**config.mk**
```make
export PLATFORM = sky130hd
export DESIGN_NAME = cordic_sincos
export DESIGN_NICKNAME = d
export VERILOG_FILES = /design/src/cordic_fmt_pkg.sv /design/src/cordic_pipe_pkg.sv /design/src/angle_fold.sv /design/src/cordic_rotator.sv /design/src/sincos_round.sv /design/src/cordic_sincos.sv
export VERILOG_INCLUDE_DIRS = /design/src
export SDC_FILE = /design/constraint.sdc
export NUM_CORES = 1
export LEC_CHECK = 0
export BUFFER_PORTS_ARGS = -buffer_cell sky130_fd_sc_hd__buf_2
export CORE_MARGIN = 1
export CORE_UTILIZATION = 50
export CTS_CLUSTER_DIAMETER = 50
export DETAILED_ROUTE_END_ITERATION = 6
export PLACE_DENSITY = 0.62
export SLEW_MARGIN = 20
export SYNTH_ARGS = -nofsm -noshare
export SYNTH_HDL_FRONTEND = slang
export SYNTH_HIERARCHICAL = 1
export SYNTH_SLANG_ARGS = --single-unit
```
**constraint.sdc**
```tcl
create_clock -name clk -period 3.35 [get_ports clk]
set_input_delay 0.1675 -clock clk [delete_from_list [all_inputs] [get_ports clk]]
set_output_delay 0.1675 -clock clk [all_outputs]
set_load 0.01 [all_outputs]
```
**src/cordic_macros.svh**
```systemverilog
// sizing for the sin/cos CORDIC; angles beyond +/-ANGLE_LIMIT codes overflow the 14-bit word
`ifndef CORDIC_MACROS_SVH
`define CORDIC_MACROS_SVH

// number of micro-rotations in the pipeline
`define CORDIC_STAGES 12

// input angle and output samples, Q1.6 signed
`define ANGLE_W 8

// internal datapath word, Q1.12 signed
`define WORD_W 14

// distance between the input and internal binary points
`define FRAC_SHIFT 6

// x seed, the inverse of the CORDIC gain (about 0.6072)
`define CORDIC_GAIN 14'b00_100110110111

// largest angle magnitude in input codes, 100/64 rad
`define ANGLE_LIMIT 100

`endif

```
**src/cordic_fmt_pkg.sv**
```systemverilog
// number formats and arctangent table; atan_entry returns 0 for stage indices past 11
`include "cordic_macros.svh"

package cordic_fmt_pkg;

    // signed Q1.6 angle in radians, also used for sine and cosine samples
    typedef logic signed [`ANGLE_W-1:0] angle_t;

    // signed Q1.12 internal value
    typedef logic signed [`WORD_W-1:0] word_t;

    // atan(2^-idx) scaled by 4096 and rounded to nearest
    function automatic word_t atan_entry(input int unsigned idx);
        word_t val;
        case (idx)
            0:       val = word_t'(3217);
            1:       val = word_t'(1899);
            2:       val = word_t'(1003);
            3:       val = word_t'(509);
            4:       val = word_t'(256);
            5:       val = word_t'(128);
            6:       val = word_t'(64);
            7:       val = word_t'(32);
            8:       val = word_t'(16);
            9:       val = word_t'(8);
            10:      val = word_t'(4);
            11:      val = word_t'(2);
            // below one LSB from here on
            default: val = '0;
        endcase
        return val;
    endfunction

endpackage

```
**src/cordic_pipe_pkg.sv**
```systemverilog
// records passed between CORDIC pipeline stages; data fields carry no reset value
package cordic_pipe_pkg;

    import cordic_fmt_pkg::*;

    // one in-flight sample between rotator stages
    typedef struct packed {
        logic  valid;
        // sign of the original angle, restored on the sine at the end
        logic  neg;
        word_t x;
        word_t y;
        // residual angle still to be rotated away
        word_t z;
    } stage_t;

    // rounded sample between the rounding and output registers
    typedef struct packed {
        logic   valid;
        logic   neg;
        angle_t sine;
        angle_t cosine;
    } result_t;

endpackage

```
**src/angle_fold.sv**
```systemverilog
// input stage; angle must stay within +/-ANGLE_LIMIT codes, -128 is not folded correctly
`include "cordic_macros.svh"

module angle_fold
    import cordic_fmt_pkg::*, cordic_pipe_pkg::*;
(
    input  logic   clk,
    input  logic   rst_n,
    input  logic   in_valid,
    input  angle_t angle,
    output stage_t stage
);

    angle_t angle_mag;
    word_t  z_init;

    // rotation only covers the first quadrant, so fold to the magnitude
    assign angle_mag = angle[`ANGLE_W-1] ? -angle : angle;

    // Q1.6 to Q1.12
    assign z_init = word_t'(angle_mag) <<< `FRAC_SHIFT;

    always_ff @(posedge clk) begin
        if (!rst_n) begin
            stage.valid <= 1'b0;
        end else begin
            stage.valid <= in_valid;
        end
    end

    always_ff @(posedge clk) begin
        stage.neg <= angle[`ANGLE_W-1];
        stage.z   <= z_init;
        // start on the x axis, pre-scaled by the inverse gain
        stage.x   <= word_t'(`CORDIC_GAIN);
        stage.y   <= '0;
    end

endmodule

```
**src/cordic_rotator.sv**
```systemverilog
// one registered micro-rotation; STAGE_IDX must be below WORD_W for a meaningful shift
`include "cordic_macros.svh"

module cordic_rotator
    import cordic_fmt_pkg::*, cordic_pipe_pkg::*;
#(
    parameter int unsigned STAGE_IDX = 0
) (
    input  logic   clk,
    input  logic   rst_n,
    input  stage_t stage_in,
    output stage_t stage_out
);

    // elementary angle for this stage, fixed at elaboration
    localparam word_t ATAN_STEP = atan_entry(STAGE_IDX);

    word_t x_sh;
    word_t y_sh;
    logic  z_neg;

    // scaling by 2^-i is an arithmetic shift
    assign x_sh  = stage_in.x >>> STAGE_IDX;
    assign y_sh  = stage_in.y >>> STAGE_IDX;
    assign z_neg = stage_in.z[`WORD_W-1];

    always_ff @(posedge clk) begin
        if (!rst_n) begin
            stage_out.valid <= 1'b0;
        end else begin
            stage_out.valid <= stage_in.valid;
        end
    end

    always_ff @(posedge clk) begin
        stage_out.neg <= stage_in.neg;
        if (z_neg) begin
            // overshot, rotate clockwise
            stage_out.x <= stage_in.x + y_sh;
            stage_out.y <= stage_in.y - x_sh;
            stage_out.z <= stage_in.z + ATAN_STEP;
        end else begin
            // still short of the target, rotate counter-clockwise
            stage_out.x <= stage_in.x - y_sh;
            stage_out.y <= stage_in.y + x_sh;
            stage_out.z <= stage_in.z - ATAN_STEP;
        end
    end

endmodule

```
**src/sincos_round.sv**
```systemverilog
// two-cycle output stage; results keep the truncating quirk of the bit-12 rounding rule
`include "cordic_macros.svh"

module sincos_round
    import cordic_fmt_pkg::*, cordic_pipe_pkg::*;
(
    input  logic   clk,
    input  logic   rst_n,
    input  stage_t stage,
    output logic   out_valid,
    output angle_t sine,
    output angle_t cosine
);

    result_t rnd;

    // Q1.12 to Q1.6
    // values with bit 12 set are close to 1.0 and are truncated so the +1
    // carry cannot reach the sign bit
    function automatic angle_t round_word(input word_t w);
        logic [`ANGLE_W-2:0] frac;
        angle_t              res;
        frac = w[`WORD_W-2:`FRAC_SHIFT] + (`ANGLE_W - 1)'(w[`FRAC_SHIFT-1]);
        if (!w[`WORD_W-2]) begin
            res = {w[`WORD_W-1], frac};
        end else begin
            res = w[`WORD_W-1:`FRAC_SHIFT];
        end
        return res;
    endfunction

    // rounding register
    always_ff @(posedge clk) begin
        if (!rst_n) begin
            rnd.valid <= 1'b0;
        end else begin
            rnd.valid <= stage.valid;
        end
    end

    always_ff @(posedge clk) begin
        rnd.neg    <= stage.neg;
        // sine comes off y and cosine off x of the single rotation
        rnd.sine   <= round_word(stage.y);
        rnd.cosine <= round_word(stage.x);
    end

    // output register
    always_ff @(posedge clk) begin
        if (!rst_n) begin
            out_valid <= 1'b0;
        end else begin
            out_valid <= rnd.valid;
        end
    end

    always_ff @(posedge clk) begin
        // sine is odd, cosine is even
        sine   <= rnd.neg ? -rnd.sine : rnd.sine;
        cosine <= rnd.cosine;
    end

endmodule

```
**src/cordic_sincos.sv**
```systemverilog
// 15-cycle sin/cos pipeline, one angle per cycle, no back-pressure; |angle| <= ANGLE_LIMIT
`include "cordic_macros.svh"

module cordic_sincos
    import cordic_fmt_pkg::*, cordic_pipe_pkg::*;
(
    input  logic   clk,
    input  logic   rst_n,
    input  logic   in_valid,
    input  angle_t angle,
    output logic   out_valid,
    output angle_t sine,
    output angle_t cosine
);

    // chain[0] from the fold stage, chain[i+1] from rotator i
    stage_t chain [0:`CORDIC_STAGES];

    angle_fold u_angle_fold (
        .clk      (clk),
        .rst_n    (rst_n),
        .in_valid (in_valid),
        .angle    (angle),
        .stage    (chain[0])
    );

    for (genvar i = 0; i < `CORDIC_STAGES; i++) begin : g_rot
        cordic_rotator #(
            .STAGE_IDX (i)
        ) u_cordic_rotator (
            .clk       (clk),
            .rst_n     (rst_n),
            .stage_in  (chain[i]),
            .stage_out (chain[i+1])
        );
    end

    // z is dropped here, only x and y reach the outputs
    sincos_round u_sincos_round (
        .clk       (clk),
        .rst_n     (rst_n),
        .stage     (chain[`CORDIC_STAGES]),
        .out_valid (out_valid),
        .sine      (sine),
        .cosine    (cosine)
    );

endmodule

```
==> impl_metrics.toml <==
[floorplan]
core_mm2 = 0.0714
rows = 98
design.die.area_mm2 = 0.0731
die_y_um = 270
ios = 28
die_w_um = 270
initial_utilization_pct = 50.5

[clocking]
clock_sinks = 521
cts_setup_buffers = 0
clk_latency_ns = 0.60
htree_num_levels = 3
clockBufferDepth = 3
cts_tree = "yes"
cts_buffers = 73
clockRootBuffer = "clkbuf_16"
cts.clk_slew.worst_paths_ns = 0.06

[detailed_routing]
first_iter_violations = 1377
wl_per_cell_um = 16.1
firstDrtPassIters = 5
drcViolationCount = 0
num_vias = 27900
routed_wl_um = 81600
post_drt_via_cell_ratio = 5.49
ant_nets = 0

[logic_synthesis]
syn-instance-count = 3995
avgSynthCellArea_um2 = 9.02
yosys_warnings = 6
syn-cell-area_mm2 = 0.0360

[sta]
setup_viol = 0
fmax_ghz = 0.329
grt_setup_unrepaired = "false"
finalCriticalPeriod_ns = 3.04
fin_setup_tns_ns = 0
slew_headroom_pct = 53.0
final.setup_skew_ns = 0.0246
worstMarginPinSlew_ns = 0.703
fin_crit_sh_pct = 90.7
hold_violations = 0
slew_violations = 0

[worst_setup_path]
startpoint_type = "register"
worst_r2r_endpoint = "g_rot[11].u_cordic_rotator/stage_out[27]"
r2r_start = "g_rot[10].u_cordic_rotator/stage_out[41]"
worstSetupPathType = "reg -> reg"
critPathBufInv = 2
cpPeakStageDelay_ns = 0.45
end_kind = "register"
worst_r2r_path_depth = 12
r2r_slack_ns = 0.31
crit_slowest_cell = "a2111oi_1"
worstPathRequired_ns = 3.89
cp_top_family = "compound AO/OA/AOI/OAI gates"
worstPathCellList = "inv_1 -> nand3_1 -> ha_1 -> inv_1 -> o21ai_0 -> ha_1 -> o21a_1 -> o31a_1 -> a211oi_2 -> o31ai_4 -> a2111oi_1 -> o221a_1"
path_max_fanout = 6
cp.arrival_ns = 3.57

[hold_path]
holdPathEnd = "u_angle_fold/stage[6]"
hp-start = "angle[0]"
hold_path_depth = 2
hold_class = "in -> reg"

[place]
portBuffers = 27
place_hpwl_um = 64700
gp_congestion = 0.883

[flow_run]
max-cap-violations = 0

[global_route]
grt_pass1_wl_um = 134000
grt_antenna_before_repair = 0
gr-usage-met2_pct = 37.5
busiest_layer = "met2"
first_global_vias = 26700
use_met3_pct = 3.40
grt_overflow = 0
grtUsageTotal_pct = 22.1
grt_max_degree = 40
grtUsageMet1_pct = 28.1

[finish]
antenna_cells = 0
finalNetCount = 4600
synthToLayoutAreaGrowth_pct = 10.2
drive_gt1_share_pct = 8.13

[status]
status = "finished clean"
-- metrics by stage --
| stage | cell area, um^2 | worst slack [ns] | std cells | utilization, % | hold WS, ns |
|---|---|---|---|---|---|
| 5_1_grt | 39700 | 0.118 | 5071 | 55.6 | 0.216 |
| 6_report | 39700 | 0.311 | 5071 | 55.6 | 0.237 |
| 2_1_floorplan | 36100 | 0.436 | 4027 | - | 0.195 |
| 4_1_cts | 39700 | 0.302 | 5071 | 55.6 | 0.204 |
| 3_5_place_dp | 37100 | 0.363 | 4925 | 51.9 | 0.305 |
| 3_3_place_gp | 37100 | 0.337 | 4925 | 51.9 | 0.305 |
-- repair_timing --
item	in CTS	in global routing
setup endpoints to repair	0	1
hold buffers	14	0
resized for setup	0	1
hold endpoints to repair	24	0
-- layer usage --
metal  vias up  wire length (um)
li1      14400                 -
met1     12900             38000
met2       445             37900
met3       121              3090
met4         0              2610
met5         -                 0
-- registers in the layout, indices dropped and copies added, names as in the netlist --
register,count
u_sincos_round/rnd,18
u_sincos_round/out_valid,1
u_angle_fold/stage,10
u_sincos_round/sine,8
u_sincos_round/cosine,8
g_rot.u_cordic_rotator/stage_out,476
-- cell usage in the layout, fill, tap and decap left out, drive strengths merged, types with 66 or more instances in the layout --
master and instances:
dfxtp 521, ha 488, a21oi 368, xnor2 312
nor2 279, inv 275, o21ai 209, nand2 191
xor2 165, a21o 111, nor3 93, clkbuf 87
nand3 69, a211oi 66
-- worst max path at each step --
| stage | startpoint | to | slack (ns) | cells past startpoint |
|---|---|---|---|---|
| floorplan | g_rot[4].u_cordic_rotator/stage_out[13] | g_rot[5].u_cordic_rotator/stage_out[40] | 0.44 | 10 |
| global placement | g_rot[0].u_cordic_rotator/stage_out[15] | g_rot[1].u_cordic_rotator/stage_out[40] | 0.34 | 10 |
| detailed placement | g_rot[0].u_cordic_rotator/stage_out[15] | g_rot[1].u_cordic_rotator/stage_out[40] | 0.36 | 10 |
| CTS | g_rot[0].u_cordic_rotator/stage_out[15] | g_rot[1].u_cordic_rotator/stage_out[40] | 0.30 | 10 |
| global route | g_rot[0].u_cordic_rotator/stage_out[15] | g_rot[1].u_cordic_rotator/stage_out[40] | 0.12 | 10 |
| finish | g_rot[10].u_cordic_rotator/stage_out[41] | g_rot[11].u_cordic_rotator/stage_out[27] | 0.31 | 12 |
-- final cells by class --
class	instances	area, um^2
clock buffers	87	1990
clock inverters	45	514
fillers	6554	31700
inverters	259	972
multi-input cells	3140	24100
flip-flops and latches	521	10400
well taps	950	1190
repair buffers	69	485
Power is not shown: default switching activity piles up to over one toggle a cycle in this logic, so the estimate is an artifact.
